`src/rtl/wum_macros.svh`:
```
`ifndef WUM_MACROS_SVH
`define WUM_MACROS_SVH

// ------------------------------------------------------------------------
// matcher sizing
// ------------------------------------------------------------------------

// number of keys held in the register block
`define WUM_NOS_KEY 2

// bytes per key, also the scan window length
`define WUM_KEY_LEN 4

// text bytes buffered between APB and the scanner
`define WUM_FIFO_DEPTH 16

// width of the controller compare counter
`define WUM_SFT_DEL_WDH 4

`endif

```
`src/rtl/wum_pkg.sv`:
```
`include "wum_macros.svh"

package wum_pkg;

	// Wu-Manber controller states
	typedef enum logic [2:0] {
		Idle         = 3'h0,
		DataInload   = 3'h1,
		DatadeMux    = 3'h2,
		Shift        = 3'h3,
		Shift_Dat_ld = 3'h4,
		Compare      = 3'h5
	} wum_state_e;

	// skip distance to the next possible key end
	typedef struct packed {
		logic       is_hit;
		logic [6:0] skip;
	} shift_view_t;

	// one mask bit per key whose last byte matches
	typedef struct packed {
		logic                      is_hit;
		logic [6-`WUM_NOS_KEY:0]   rsvd;
		logic [`WUM_NOS_KEY-1:0]   mask;
	} hit_view_t;

	typedef union packed {
		shift_view_t sft;
		hit_view_t   hit;
	} shift_entry_u;

endpackage

```
`src/rtl/apb_pkg.sv`:
```
package apb_pkg;

	// ------------------------------------------------------------------------
	// register map, byte addresses
	// ------------------------------------------------------------------------
	typedef enum logic [7:0] {
		CTRL   = 8'h00,
		KEY0   = 8'h04,
		KEY1   = 8'h08,
		TEXT   = 8'h0C,
		STATUS = 8'h10,
		MATCH0 = 8'h14,
		MATCH1 = 8'h18
	} apb_reg_e;

	// CTRL bits
	localparam int CTRL_ENABLE_BIT = 0;
	localparam int CTRL_CLEAR_BIT  = 1;

	// STATUS fields, level is five bits wide
	localparam int STAT_BUSY_BIT  = 0;
	localparam int STAT_LEVEL_LSB = 4;

endpackage

```
`src/rtl/wum_apb_regs.sv`:
```
`timescale 1ns/1ps

module wum_apb_regs (
	input  logic        clk,
	input  logic        reset,
	input  logic        psel,
	input  logic        penable,
	input  logic        pwrite,
	input  logic [7:0]  paddr,
	input  logic [31:0] pwdata,
	input  logic        fifo_full,
	input  logic [4:0]  fifo_level,
	input  logic        scan_busy,
	input  logic [15:0] count0,
	input  logic [15:0] count1,
	output logic [31:0] prdata,
	output logic        pready,
	output logic        pslverr,
	output logic        push,
	output logic [7:0]  push_data,
	output logic        enable,
	output logic        clear,
	output logic [31:0] key0,
	output logic [31:0] key1
);

	logic        access;
	logic        text_stall;
	logic        mapped;
	logic        ro_reg;
	logic        wr_en;
	logic        busy;
	logic [31:0] rd_mux;

	// ------------------------------------------------------------------------
	// access decode
	// ------------------------------------------------------------------------
	assign access = psel && penable;

	// TEXT writes wait for room in the FIFO
	assign text_stall = pwrite && (paddr == apb_pkg::TEXT) && fifo_full;
	assign pready = access && !text_stall;

	always_comb begin
		mapped = 1'b0;
		ro_reg = 1'b0;
		case (paddr)
			apb_pkg::CTRL, apb_pkg::KEY0, apb_pkg::KEY1, apb_pkg::TEXT: begin
				mapped = 1'b1;
			end
			apb_pkg::STATUS, apb_pkg::MATCH0, apb_pkg::MATCH1: begin
				mapped = 1'b1;
				ro_reg = 1'b1;
			end
			default: begin
				mapped = 1'b0;
			end
		endcase
	end

	assign pslverr = pready && (!mapped || (pwrite && ro_reg));
	assign wr_en = pready && pwrite && !pslverr;

	assign push = wr_en && (paddr == apb_pkg::TEXT);
	assign push_data = pwdata[7:0];

	// ------------------------------------------------------------------------
	// control and key registers
	// ------------------------------------------------------------------------
	always_ff @(posedge clk) begin
		if (reset) begin
			enable <= 1'b0;
			clear <= 1'b0;
			key0 <= '0;
			key1 <= '0;
		end else begin
			// clear lasts one cycle
			clear <= wr_en && (paddr == apb_pkg::CTRL) && pwdata[apb_pkg::CTRL_CLEAR_BIT];
			if (wr_en && (paddr == apb_pkg::CTRL)) begin
				enable <= pwdata[apb_pkg::CTRL_ENABLE_BIT];
			end
			if (wr_en && (paddr == apb_pkg::KEY0)) begin
				key0 <= pwdata;
			end
			if (wr_en && (paddr == apb_pkg::KEY1)) begin
				key1 <= pwdata;
			end
		end
	end

	// ------------------------------------------------------------------------
	// read mux
	// ------------------------------------------------------------------------
	assign busy = scan_busy || (fifo_level != 5'd0);

	always_comb begin
		rd_mux = '0;
		case (paddr)
			apb_pkg::CTRL: begin
				rd_mux[apb_pkg::CTRL_ENABLE_BIT] = enable;
			end
			apb_pkg::KEY0: begin
				rd_mux = key0;
			end
			apb_pkg::KEY1: begin
				rd_mux = key1;
			end
			apb_pkg::STATUS: begin
				rd_mux[apb_pkg::STAT_BUSY_BIT] = busy;
				rd_mux[apb_pkg::STAT_LEVEL_LSB +: 5] = fifo_level;
			end
			apb_pkg::MATCH0: begin
				rd_mux[15:0] = count0;
			end
			apb_pkg::MATCH1: begin
				rd_mux[15:0] = count1;
			end
			default: begin
				rd_mux = '0;
			end
		endcase
	end

	assign prdata = (psel && !pwrite) ? rd_mux : '0;

endmodule

```
`src/rtl/wum_text_fifo.sv`:
```
`timescale 1ns/1ps
`include "wum_macros.svh"

module wum_text_fifo (
	input  logic       clk,
	input  logic       reset,
	input  logic       push,
	input  logic [7:0] push_data,
	input  logic       pop,
	output logic [7:0] head,
	output logic       empty,
	output logic       full,
	output logic [4:0] level
);

	localparam int AW = $clog2(`WUM_FIFO_DEPTH);

	logic [7:0]    mem [`WUM_FIFO_DEPTH];
	logic [AW-1:0] wr_ptr;
	logic [AW-1:0] rd_ptr;
	logic          do_push;
	logic          do_pop;

	assign do_push = push && !full;
	assign do_pop = pop && !empty;

	always_ff @(posedge clk) begin
		if (do_push) begin
			mem[wr_ptr] <= push_data;
		end
	end

	always_ff @(posedge clk) begin
		if (reset) begin
			wr_ptr <= '0;
			rd_ptr <= '0;
			level <= '0;
		end else begin
			if (do_push) begin
				wr_ptr <= (wr_ptr == AW'(`WUM_FIFO_DEPTH - 1)) ? '0 : wr_ptr + 1'b1;
			end
			if (do_pop) begin
				rd_ptr <= (rd_ptr == AW'(`WUM_FIFO_DEPTH - 1)) ? '0 : rd_ptr + 1'b1;
			end
			// simultaneous push and pop keeps the level
			case ({do_push, do_pop})
				2'b10: level <= level + 5'd1;
				2'b01: level <= level - 5'd1;
				default: level <= level;
			endcase
		end
	end

	// first word falls through
	assign head = mem[rd_ptr];
	assign empty = (level == 5'd0);
	assign full = (level == 5'(`WUM_FIFO_DEPTH));

endmodule

```
`src/rtl/wum_fsm.sv`:
```
`timescale 1ns/1ps
`include "wum_macros.svh"

module wum_fsm (
	input  logic                clk,
	input  logic                reset,
	input  logic                enable,
	input  logic                dat_in_ready,
	input  logic                is_hit,
	input  logic                skip_zero,
	output logic                pop,
	output logic                window_ld,
	output logic                a_ld,
	output logic                shift_amt_ld,
	output logic                shift_amt_clr,
	output logic                compare_enable,
	output logic                compare_mux,
	output wum_pkg::wum_state_e state
);

	localparam logic [`WUM_SFT_DEL_WDH-1:0] CMP_LAST = `WUM_SFT_DEL_WDH'(`WUM_NOS_KEY - 1);

	wum_pkg::wum_state_e         next_state;
	wum_pkg::wum_state_e         next_byte;
	logic [`WUM_SFT_DEL_WDH-1:0] shift_delay;
	logic                        cmp_pend;
	logic                        cmp_last;

	always_ff @(posedge clk) begin
		if (reset) begin
			state <= wum_pkg::Idle;
		end else begin
			state <= next_state;
		end
	end

	// ------------------------------------------------------------------------
	// compare sequencing, one key per cycle
	// ------------------------------------------------------------------------
	always_ff @(posedge clk) begin
		if (reset) begin
			shift_delay <= '0;
			cmp_pend <= 1'b0;
		end else begin
			if (state == wum_pkg::Compare && !cmp_last) begin
				shift_delay <= shift_delay + 1'b1;
			end else begin
				shift_delay <= '0;
			end
			// decision taken before the skip counter moves
			if (state == wum_pkg::Shift) begin
				cmp_pend <= skip_zero && is_hit;
			end
		end
	end

	assign cmp_last = (shift_delay == CMP_LAST);

	// ------------------------------------------------------------------------
	// control pulses
	// ------------------------------------------------------------------------
	assign pop = (state == wum_pkg::DataInload);
	assign window_ld = (state == wum_pkg::DatadeMux);
	assign shift_amt_clr = (state == wum_pkg::Shift) && skip_zero && is_hit;
	assign shift_amt_ld = (state == wum_pkg::Shift) && !(skip_zero && is_hit);
	assign a_ld = (state == wum_pkg::Shift_Dat_ld);
	assign compare_enable = (state == wum_pkg::Compare);
	assign compare_mux = compare_enable && shift_delay[0];

	// straight into the next byte when one is waiting
	assign next_byte = (enable && dat_in_ready) ? wum_pkg::DataInload : wum_pkg::Idle;

	always_comb begin
		case (state)
			wum_pkg::Idle:         next_state = next_byte;
			wum_pkg::DataInload:   next_state = wum_pkg::DatadeMux;
			wum_pkg::DatadeMux:    next_state = wum_pkg::Shift;
			wum_pkg::Shift:        next_state = wum_pkg::Shift_Dat_ld;
			wum_pkg::Shift_Dat_ld: next_state = cmp_pend ? wum_pkg::Compare : next_byte;
			wum_pkg::Compare:      next_state = cmp_last ? next_byte : wum_pkg::Compare;
			default:               next_state = wum_pkg::Idle;
		endcase
	end

endmodule

```
`src/rtl/wum_scan_unit.sv`:
```
`timescale 1ns/1ps
`include "wum_macros.svh"

module wum_scan_unit (
	input  logic        clk,
	input  logic        reset,
	input  logic        clear,
	input  logic [7:0]  head,
	input  logic [31:0] key0,
	input  logic [31:0] key1,
	input  logic        window_ld,
	input  logic        a_ld,
	input  logic        shift_amt_ld,
	input  logic        shift_amt_clr,
	input  logic        compare_enable,
	input  logic        compare_mux,
	output logic        is_hit,
	output logic        skip_zero,
	output logic [15:0] count0,
	output logic [15:0] count1
);

	localparam int WIN_W = `WUM_KEY_LEN * 8;
	localparam int SKIP_W = $clog2(`WUM_KEY_LEN);
	localparam int FILL_W = SKIP_W + 1;

	logic [WIN_W-1:0]        keys [`WUM_NOS_KEY];
	logic [7:0]              byte_q;
	logic [WIN_W-1:0]        window;
	logic [FILL_W-1:0]       fill_cnt;
	logic                    window_full;
	logic [7:0]              last_byte;
	logic [6:0]              skip_min;
	logic [`WUM_NOS_KEY-1:0] hit_mask;
	logic [`WUM_NOS_KEY-1:0] hit_mask_q;
	wum_pkg::shift_entry_u   entry;
	logic [SKIP_W-1:0]       skip_cnt;
	logic                    cmp_match;

	assign keys[0] = key0;
	assign keys[1] = key1;

	// ------------------------------------------------------------------------
	// window, newest byte on top
	// ------------------------------------------------------------------------
	// head sampled during the pop cycle
	always_ff @(posedge clk) begin
		byte_q <= head;
		if (window_ld) begin
			window <= {byte_q, window[WIN_W-1:8]};
		end
	end

	always_ff @(posedge clk) begin
		if (reset || clear) begin
			fill_cnt <= '0;
		end else if (window_ld && !window_full) begin
			fill_cnt <= fill_cnt + 1'b1;
		end
	end

	assign window_full = (fill_cnt == FILL_W'(`WUM_KEY_LEN));
	assign last_byte = window[WIN_W-1 -: 8];

	// ------------------------------------------------------------------------
	// shift entry for the last byte
	// ------------------------------------------------------------------------
	always_comb begin
		skip_min = 7'(`WUM_KEY_LEN);
		hit_mask = '0;
		for (int k = 0; k < `WUM_NOS_KEY; k++) begin
			if (keys[k][WIN_W-1 -: 8] == last_byte) begin
				hit_mask[k] = 1'b1;
			end
			for (int i = 0; i < `WUM_KEY_LEN - 1; i++) begin
				if (keys[k][i*8 +: 8] == last_byte && 7'(`WUM_KEY_LEN - 1 - i) < skip_min) begin
					skip_min = 7'(`WUM_KEY_LEN - 1 - i);
				end
			end
		end
	end

	always_comb begin
		if (|hit_mask) begin
			entry.hit.is_hit = 1'b1;
			entry.hit.rsvd = '0;
			entry.hit.mask = hit_mask;
		end else begin
			entry.sft.is_hit = 1'b0;
			entry.sft.skip = skip_min;
		end
	end

	assign is_hit = entry.sft.is_hit;

	// bytes still to pass before the next evaluation
	always_ff @(posedge clk) begin
		if (reset || clear) begin
			skip_cnt <= '0;
		end else if (shift_amt_clr) begin
			skip_cnt <= '0;
		end else if (shift_amt_ld) begin
			if (skip_zero) begin
				skip_cnt <= SKIP_W'(entry.sft.skip - 7'd1);
			end else begin
				skip_cnt <= skip_cnt - 1'b1;
			end
		end
	end

	assign skip_zero = (skip_cnt == '0);

	always_ff @(posedge clk) begin
		if (a_ld) begin
			hit_mask_q <= entry.sft.is_hit ? entry.hit.mask : '0;
		end
	end

	// ------------------------------------------------------------------------
	// serial key compare and counts
	// ------------------------------------------------------------------------
	assign cmp_match = window_full && hit_mask_q[compare_mux] && (window == keys[compare_mux]);

	always_ff @(posedge clk) begin
		if (reset || clear) begin
			count0 <= '0;
			count1 <= '0;
		end else if (compare_enable && cmp_match) begin
			if (compare_mux) begin
				count1 <= count1 + 16'd1;
			end else begin
				count0 <= count0 + 16'd1;
			end
		end
	end

endmodule

```
`src/rtl/wum_matcher.sv`:
```
`timescale 1ns/1ps

module wum_matcher (
	input  logic        clk,
	input  logic        reset,
	input  logic        psel,
	input  logic        penable,
	input  logic        pwrite,
	input  logic [7:0]  paddr,
	input  logic [31:0] pwdata,
	output logic [31:0] prdata,
	output logic        pready,
	output logic        pslverr
);

	logic                push;
	logic [7:0]          push_data;
	logic [7:0]          head;
	logic                empty;
	logic                full;
	logic [4:0]          level;
	logic                enable;
	logic                clear;
	logic [31:0]         key0;
	logic [31:0]         key1;
	logic [15:0]         count0;
	logic [15:0]         count1;
	logic                pop;
	logic                window_ld;
	logic                a_ld;
	logic                shift_amt_ld;
	logic                shift_amt_clr;
	logic                compare_enable;
	logic                compare_mux;
	logic                is_hit;
	logic                skip_zero;
	logic                scan_busy;
	wum_pkg::wum_state_e state;

	assign scan_busy = (state != wum_pkg::Idle);

	// producer
	wum_apb_regs u_wum_apb_regs (
		.clk        (clk),
		.reset      (reset),
		.psel       (psel),
		.penable    (penable),
		.pwrite     (pwrite),
		.paddr      (paddr),
		.pwdata     (pwdata),
		.fifo_full  (full),
		.fifo_level (level),
		.scan_busy  (scan_busy),
		.count0     (count0),
		.count1     (count1),
		.prdata     (prdata),
		.pready     (pready),
		.pslverr    (pslverr),
		.push       (push),
		.push_data  (push_data),
		.enable     (enable),
		.clear      (clear),
		.key0       (key0),
		.key1       (key1)
	);

	// buffer
	wum_text_fifo u_wum_text_fifo (
		.clk       (clk),
		.reset     (reset),
		.push      (push),
		.push_data (push_data),
		.pop       (pop),
		.head      (head),
		.empty     (empty),
		.full      (full),
		.level     (level)
	);

	// consumer
	wum_fsm u_wum_fsm (
		.clk            (clk),
		.reset          (reset),
		.enable         (enable),
		.dat_in_ready   (!empty),
		.is_hit         (is_hit),
		.skip_zero      (skip_zero),
		.pop            (pop),
		.window_ld      (window_ld),
		.a_ld           (a_ld),
		.shift_amt_ld   (shift_amt_ld),
		.shift_amt_clr  (shift_amt_clr),
		.compare_enable (compare_enable),
		.compare_mux    (compare_mux),
		.state          (state)
	);

	wum_scan_unit u_wum_scan_unit (
		.clk            (clk),
		.reset          (reset),
		.clear          (clear),
		.head           (head),
		.key0           (key0),
		.key1           (key1),
		.window_ld      (window_ld),
		.a_ld           (a_ld),
		.shift_amt_ld   (shift_amt_ld),
		.shift_amt_clr  (shift_amt_clr),
		.compare_enable (compare_enable),
		.compare_mux    (compare_mux),
		.is_hit         (is_hit),
		.skip_zero      (skip_zero),
		.count0         (count0),
		.count1         (count1)
	);

endmodule

```
`config.mk`:
```
export PLATFORM = sky130hd
export DESIGN_NAME = wum_matcher
export DESIGN_NICKNAME = d
export VERILOG_FILES = /design/src/rtl/wum_pkg.sv /design/src/rtl/apb_pkg.sv /design/src/rtl/wum_apb_regs.sv /design/src/rtl/wum_text_fifo.sv /design/src/rtl/wum_fsm.sv /design/src/rtl/wum_scan_unit.sv /design/src/rtl/wum_matcher.sv
export VERILOG_INCLUDE_DIRS = /design/src /design/src/rtl
export SDC_FILE = /design/constraint.sdc
export NUM_CORES = 1
export LEC_CHECK = 0
export ABC_CLOCK_PERIOD_IN_PS = 4000
export BUFFER_PORTS_ARGS = -buffer_cell sky130_fd_sc_hd__buf_2
export CORE_MARGIN = 4
export CORE_UTILIZATION = 35
export CTS_BUF_LIST = sky130_fd_sc_hd__clkbuf_8
export DETAILED_ROUTE_END_ITERATION = 12
export GPL_TIMING_DRIVEN = 0
export PLACE_DENSITY = 0.61
export REMOVE_ABC_BUFFERS = 1
export SLEW_MARGIN = 40
export SYNTH_ARGS = -nofsm -noshare
export SYNTH_HDL_FRONTEND = slang
export SYNTH_SLANG_ARGS = --single-unit
```
`constraint.sdc`:
```
create_clock -name clk -period 4 [get_ports clk]
set_input_delay 0.4 -clock clk [delete_from_list [all_inputs] [get_ports clk]]
set_output_delay 0.4 -clock clk [all_outputs]
set_load 0.1 [all_outputs]
```
Word level (Yosys, flattened, before mapping) --
Memories as Yosys holds them, arrays and structs flattened. A register that Yosys moved wholly into a read port is not among the register bits. Cells that the tools add are included.
Operators by class: add/subtract/negate cells 10, $lt $le $gt $ge 7, equality and inequality tests 27, muxes and demuxes 32, bitwise gates (word level) 3, reductions and logical operators 58
Operator list (count):
- $mux W32 | 4
- $eq A8 B8 Y1 | 8
- $add A16 B1 Y16 const B | 2
- $eq A32 B32 Y1 | 1
- $logic_and A1 B1 Y1 | 32
- $pmux W16 S2 | 1
- $pmux W7 S4 | 1
- $pmux W5 S5 | 1
- $eq A8 B5 Y1 const B | 3
- $mux W3 | 8
- $pmux W3 S6 | 1
- $eq A8 B4 Y1 const B | 2
- $add A4 B1 Y4 const B | 3
- $pmux W3 S4 | 1
- $pmux W5 S2 | 1
- $eq A3 B3 Y1 const B | 3
- $logic_not A1 Y1 | 9
- $lt A2 B3 Y1 const A | 3
- $mux W1 | 9
- $eq A4 B4 Y1 const B | 2
- $eq A8 B3 Y1 const B | 1
- $logic_not A8 Y1 | 1
- $mux W4 | 2
- $mux W8 | 1
- 28 further kinds | 37
Word-level totals: bits in registers 158, bits in writable memories 128, bits of input ports 45, output and inout port bits 34, word-level logic and storage cells 154, memories kept 1
Memories:
- u_wum_text_fifo.mem | words 16, bits a word 8, read ports 1, clocked after memory_dff 1, write ports 1, RTL line wum_text_fifo.sv:18 | logic [7:0] mem [`WUM_FIFO_DEPTH];

Depth between registers and ports, before layout --
word-level depth 21, mapped depth 16, depth with buffers taken out 15

By module --
Synthesis repeated with hierarchy kept, for this count alone.
Unflattened totals: cells, all modules 1186, area, all modules 14077.3 um^2
By module, submodules not included:
- wum_text_fifo | instances 1, cells an instance 297, area an instance 5915.7 um^2, seq. area each 4184.0 um^2
- wum_scan_unit | instances 1, cells an instance 429, area an instance 4357.9 um^2, seq. area each 1921.8 um^2
- wum_apb_regs | instances 1, cells an instance 409, area an instance 3329.4 um^2, seq. area each 1321.3 um^2
- wum_fsm | instances 1, cells an instance 49, area an instance 464.2 um^2, seq. area each 160.2 um^2
- wum_matcher | instances 1, cells an instance 2, area an instance 10.0 um^2, seq. area each 0.0 um^2

Least setup slack after synthesis --
OpenSTA, ideal clock, no wires.
path kind reg-to-reg, from register u_wum_fsm.state[2], to register u_wum_scan_unit.fill_cnt[0], library setup time 0.128 ns, arrival time 3.492 ns, data required time 3.872 ns, path slack 0.380 ns, cell stages (with the launch flop) 6, period minus slack after synthesis 3.620 ns, cells stage by stage dfxtp_1 clkbuf_1 nor3_1 nand2_1 xnor2_1 nor2_1
On the way: longest elaborated chain between the ends 2
RTL lines:
- start, declared | RTL line wum_fsm.sv:18 | output wum_pkg::wum_state_e state
- start signal, assigned | RTL line wum_fsm.sv:31 | state <= wum_pkg::Idle;
- start signal, assigned | RTL line wum_fsm.sv:33 | state <= next_state;
- $eq A3 B2 Y1 | RTL line wum_fsm.sv:63 | assign window_ld = (state == wum_pkg::DatadeMux);
- $logic_and A1 B1 Y1 | RTL line wum_scan_unit.sv:57 | end else if (window_ld && !window_full) begin
- end signal, assigned | RTL line wum_scan_unit.sv:58 | fill_cnt <= fill_cnt + 1'b1;
- end, declared | RTL line wum_scan_unit.sv:30 | logic [FILL_W-1:0] fill_cnt;
No other way between the ends. A chain may end at the register's enable or synchronous reset.

Worst setup path after layout --
from register u_wum_fsm.shift_delay[0], to register u_wum_scan_unit.count1[14]
On the way: longest elaborated chain between the ends 9, elaborated cells between the ends (all ways) 12
RTL lines:
- start, declared | RTL line wum_fsm.sv:25 | logic [`WUM_SFT_DEL_WDH-1:0] shift_delay;
- start signal, assigned | RTL line wum_fsm.sv:46 | shift_delay <= shift_delay + 1'b1;
- $logic_and A1 B1 Y1 * | RTL line wum_fsm.sv:68 | assign compare_mux = compare_enable && shift_delay[0];
- $not A1 Y2 (implied by the code) | RTL line wum_scan_unit.sv:122 | assign cmp_match = window_full && hit_mask_q[compare_mux] && (window == keys[compare_mux]);
- $mux W32 (implied by the code) (3 in series) | RTL line wum_scan_unit.sv:122
- $eq A32 B32 Y1 | RTL line wum_scan_unit.sv:122
- $logic_and A1 B1 Y1 | RTL line wum_scan_unit.sv:122
- $logic_and A1 B1 Y1 | RTL line wum_scan_unit.sv:128 | end else if (compare_enable && cmp_match) begin
- $reduce_and A2 Y1 (no line) *
- end signal, assigned | RTL line wum_scan_unit.sv:130 | count1 <= count1 + 16'd1;
- end, declared | RTL line wum_scan_unit.sv:20 | output logic [15:0] count1
Mark *: on every way between the ends. The rest lies on a longest branch, timed or not. The select of a mux whose other input is x is not followed.

==> flow_summary.json <==
{
  "status": "finished, final reports clean",
  "hold_class": "in -> reg",
  "synth_top_family_by_area": "simple AND/OR/NAND/NOR gates",
  "io_pins": 79,
  "die_height_um": 203,
  "synth.area.mux_share_pct": 7.50,
  "hold_violations": 0,
  "totalWireLength_um": 34100,
  "cts_setup_buffers": 0,
  "reg2reg_depth": 8,
  "worstReg2RegEnd": "u_wum_scan_unit.count1[14]",
  "synth_ff_type": "edfxtp_1",
  "grt_pass1_wl_um": 54000,
  "start_kind": "flip-flop",
  "power_density_nw_per_um2": 383,
  "arrival_ns": 4.26,
  "synth_edf_count": 162,
  "ir_drop_uv": 190,
  "max-slew-margin-rel_pct": 47.1,
  "r2r_slack_ns": 0.25,
  "drt.antenna.violating_nets": 0,
  "layout_min_cycle_time_ns": 3.75,
  "drive_above_1_share_pct": 17.5,
  "worst_pin_slew_ns": 0.790,
  "dieWidth_um": 203,
  "synth_cell_types": 60,
  "dr.pass1.iters": 6,
  "rows": 71,
  "cts-buffers-inserted": 49,
  "clkSlewWorstSetupHoldPaths_ns": 0.07,
  "io_buffers": 78,
  "gr-usage-all-layers_pct": 16.4,
  "yosys.area_share.simple_pct": 14.0,
  "synthesis.area_um2": 13300,
  "hpwl_um": 24000,
  "cts-root-buf": "clkbuf_8",
  "final_util_pct": 40.6,
  "placed_cells_incl_taps": 1714,
  "wl_per_cell_um": 18.9,
  "cp.required_ns": 4.51,
  "gp_congestion": 0.864,
  "cap_violations": 0,
  "synth_compound_area_share_pct": 9.45,
  "synth-warning-count": 0,
  "fin_nets": 1315,
  "design_area_um2": 15300,
  "area_growth_pct": 14.7,
  "grt_max_degree": 51,
  "antenna_found_initial": 0,
  "final_cells": 1806,
  "fin_skew_ns": 0.0353,
  "via_per_inst": 5.18,
  "netlist_top_cells_area": "edfxtp_1 36%, dfxtp_1 20%, mux4_2 6.8%, xnor2_1 5.5%, nand2_1 5.0%",
  "synth_cells": 1186,
  "fin_ws_ns": 0.247,
  "nFillCells": 3638,
  "cts_tree": "yes",
  "synth_xor_area_share_pct": 8.34,
  "avgSynthCellArea_um2": 11.2,
  "vias": 9351,
  "ys_seq_elements": 294,
  "leakage_uw": 0.00498,
  "synth.yosys.seq_area_share_pct": 56.3,
  "fin_crit_sh_pct": 93.8,
  "synth_fa_ha_area_share_pct": 1.56,
  "antenna_cells": 0,
  "die_area_um2": 41300,
  "fmax_mhz": 266,
  "end_kind": "flip-flop",
  "critPathMaxFanout": 20,
  "critPathKind": "reg -> reg",
  "critPathCapture": "u_wum_scan_unit.count1[14]",
  "worstSetupStartpoint": "u_wum_fsm.shift_delay[0]",
  "remaining_drc_errors": 0,
  "htreeDepth": 2,
  "netlist_top_cells_count": "176 x nand2_1, 162 x edfxtp_1, 132 x dfxtp_1",
  "grt_setup_unrepaired": "no",
  "timing.rr.start": "u_wum_fsm.shift_delay[0]",
  "grt-ovfl-total": 0,
  "core-area_um2": 37700,
  "yosysMostFrequentCell": "nand2_1",
  "ys_async_sr_fraction_pct": 0,
  "initial_core_util_pct": 35.4,
  "clock-sinks": 294,
  "clock_latency_ns": 0.59,
  "grt_pass1_vias": 9421,
  "place_area_um2": 14300,
  "synth_top_cell_area_share_pct": 36.5,
  "dp_worst_setup_slack_ns": -0.266,
  "first_iter_violations": 652,
  "setup_viol": 0,
  "yosysTopAreaCell": "edfxtp_1",
  "cts_max_path_buffers": 3,
  "slew_violations": 0
}
==> worst max-delay path, stage by stage (launching register included) <==
cell and delay, ns:
dfxtp_1 0.64, and4b_4 0.57, mux2i_1 0.36, xnor2_1 0.12, a2111oi_2 0.46, and4_2 0.47
nand3_2 0.32, or4_1 0.58, a21oi_1 0.14
==> sequential cells by signal, summed over array words and instances, names as in the netlist <==
name / count
u_wum_scan_unit.count1: 16
u_wum_scan_unit.count0: 16
u_wum_apb_regs.clear: 1
u_wum_text_fifo.level: 5
u_wum_scan_unit.window: 32
u_wum_apb_regs.key1: 32
u_wum_scan_unit.skip_cnt: 2
u_wum_text_fifo.wr_ptr: 4
u_wum_apb_regs.enable: 1
u_wum_apb_regs.key0: 32
u_wum_fsm.state: 3
u_wum_scan_unit.fill_cnt: 3
u_wum_fsm.cmp_pend: 1
u_wum_scan_unit.hit_mask_q: 2
u_wum_text_fifo.mem: 128
u_wum_text_fifo.rd_ptr: 4
u_wum_scan_unit.byte_q: 8
u_wum_fsm.shift_delay: 4
==> worst min-delay path by stage <==
stage / startpoint / to / slack (ns) / cells after the start
6_report: pwdata[11] / u_wum_apb_regs.key0[11] / 0.05 / 3
3_3_place_gp: u_wum_scan_unit.byte_q[2] / u_wum_scan_unit.window[26] / 0.39 / 0
5_1_grt: pwdata[22] / u_wum_apb_regs.key0[22] / 0.04 / 3
4_1_cts: pwdata[11] / u_wum_apb_regs.key0[11] / 0.02 / 3
2_1_floorplan: u_wum_scan_unit.byte_q[0] / u_wum_scan_unit.window[24] / 0.39 / 0
3_5_place_dp: u_wum_scan_unit.byte_q[3] / u_wum_scan_unit.window[27] / 0.39 / 0
==> cells by family (layout without fill, tap and decap cells) <==
| kind of cell | after synthesis | in the layout |
|---|---|---|
| AND/OR/NAND/NOR | 403 | 403 |
| flip-flops | 294 | 294 |
| AO/OA/AOI/OAI | 200 | 200 |
| XOR/XNOR | 127 | 127 |
| buffers and inverters | 96 | 205 |
| multiplexers | 50 | 50 |
| adder cells (fa/ha/maj) | 16 | 16 |
==> cells in the final DEF, fill, tap and decap left out, drive strengths merged, types with 15 or more instances in the layout <==
cell type,instances
nand3,28
clkbuf,57
inv,45
xnor2,84
nor4,20
buf,89
nand4,16
nor2,90
nand2,176
ha,15
a22oi,45
edfxtp,162
xor2,43
mux4,40
a21oi,106
dfxtp,132
==> layout make-up <==
type / count / area [um^2] / area share (%)
Sequential cell: 294 / 7510 / 49.1
Multi-Input combinational cell: 796 / 5530 / 36.2
Clock buffer: 57 / 785 / 5.13
Tap cell: 511 / 639 / 4.18
Timing Repair Buffer: 89 / 554 / 3.62
Clock inverter: 35 / 181 / 1.19
Inverter: 24 / 90.1 / 0.589
==> power breakdown <==
group	switching (uW)	internal [uW]	total, uW
logic	71.3	23.6	94.9
clock network	1220	1370	2590
registers	0.0197	3170	3170
total	1290	4570	5860
==> metal layers <==
metal	track usage, %	share of wire, %	vias up
met5	0	0	-
met4	5.42	2.6	0
met3	3.21	5.8	60
met2	28.3	50	276
met1	20.8	42	4573
li1	-	-	4442
==> stage by stage <==
step	TNS, ns	power, uW	hold slack, ns
after detailed placement	-0.372	3330	0.389
after floorplan	-1.28	3260	0.386
after global routing	0	6080	0.0447
final	0	5860	0.0535
after global placement	-144.38	3330	0.388
after CTS	0	5930	0.0231
==> what timing repair did <==
item                       4_1_cts  5_1_grt
setup endpoints to repair        0        5
hold buffers                     0        0
gates resized for setup          0        2
Note: power is estimated with default switching activity, not from simulation.
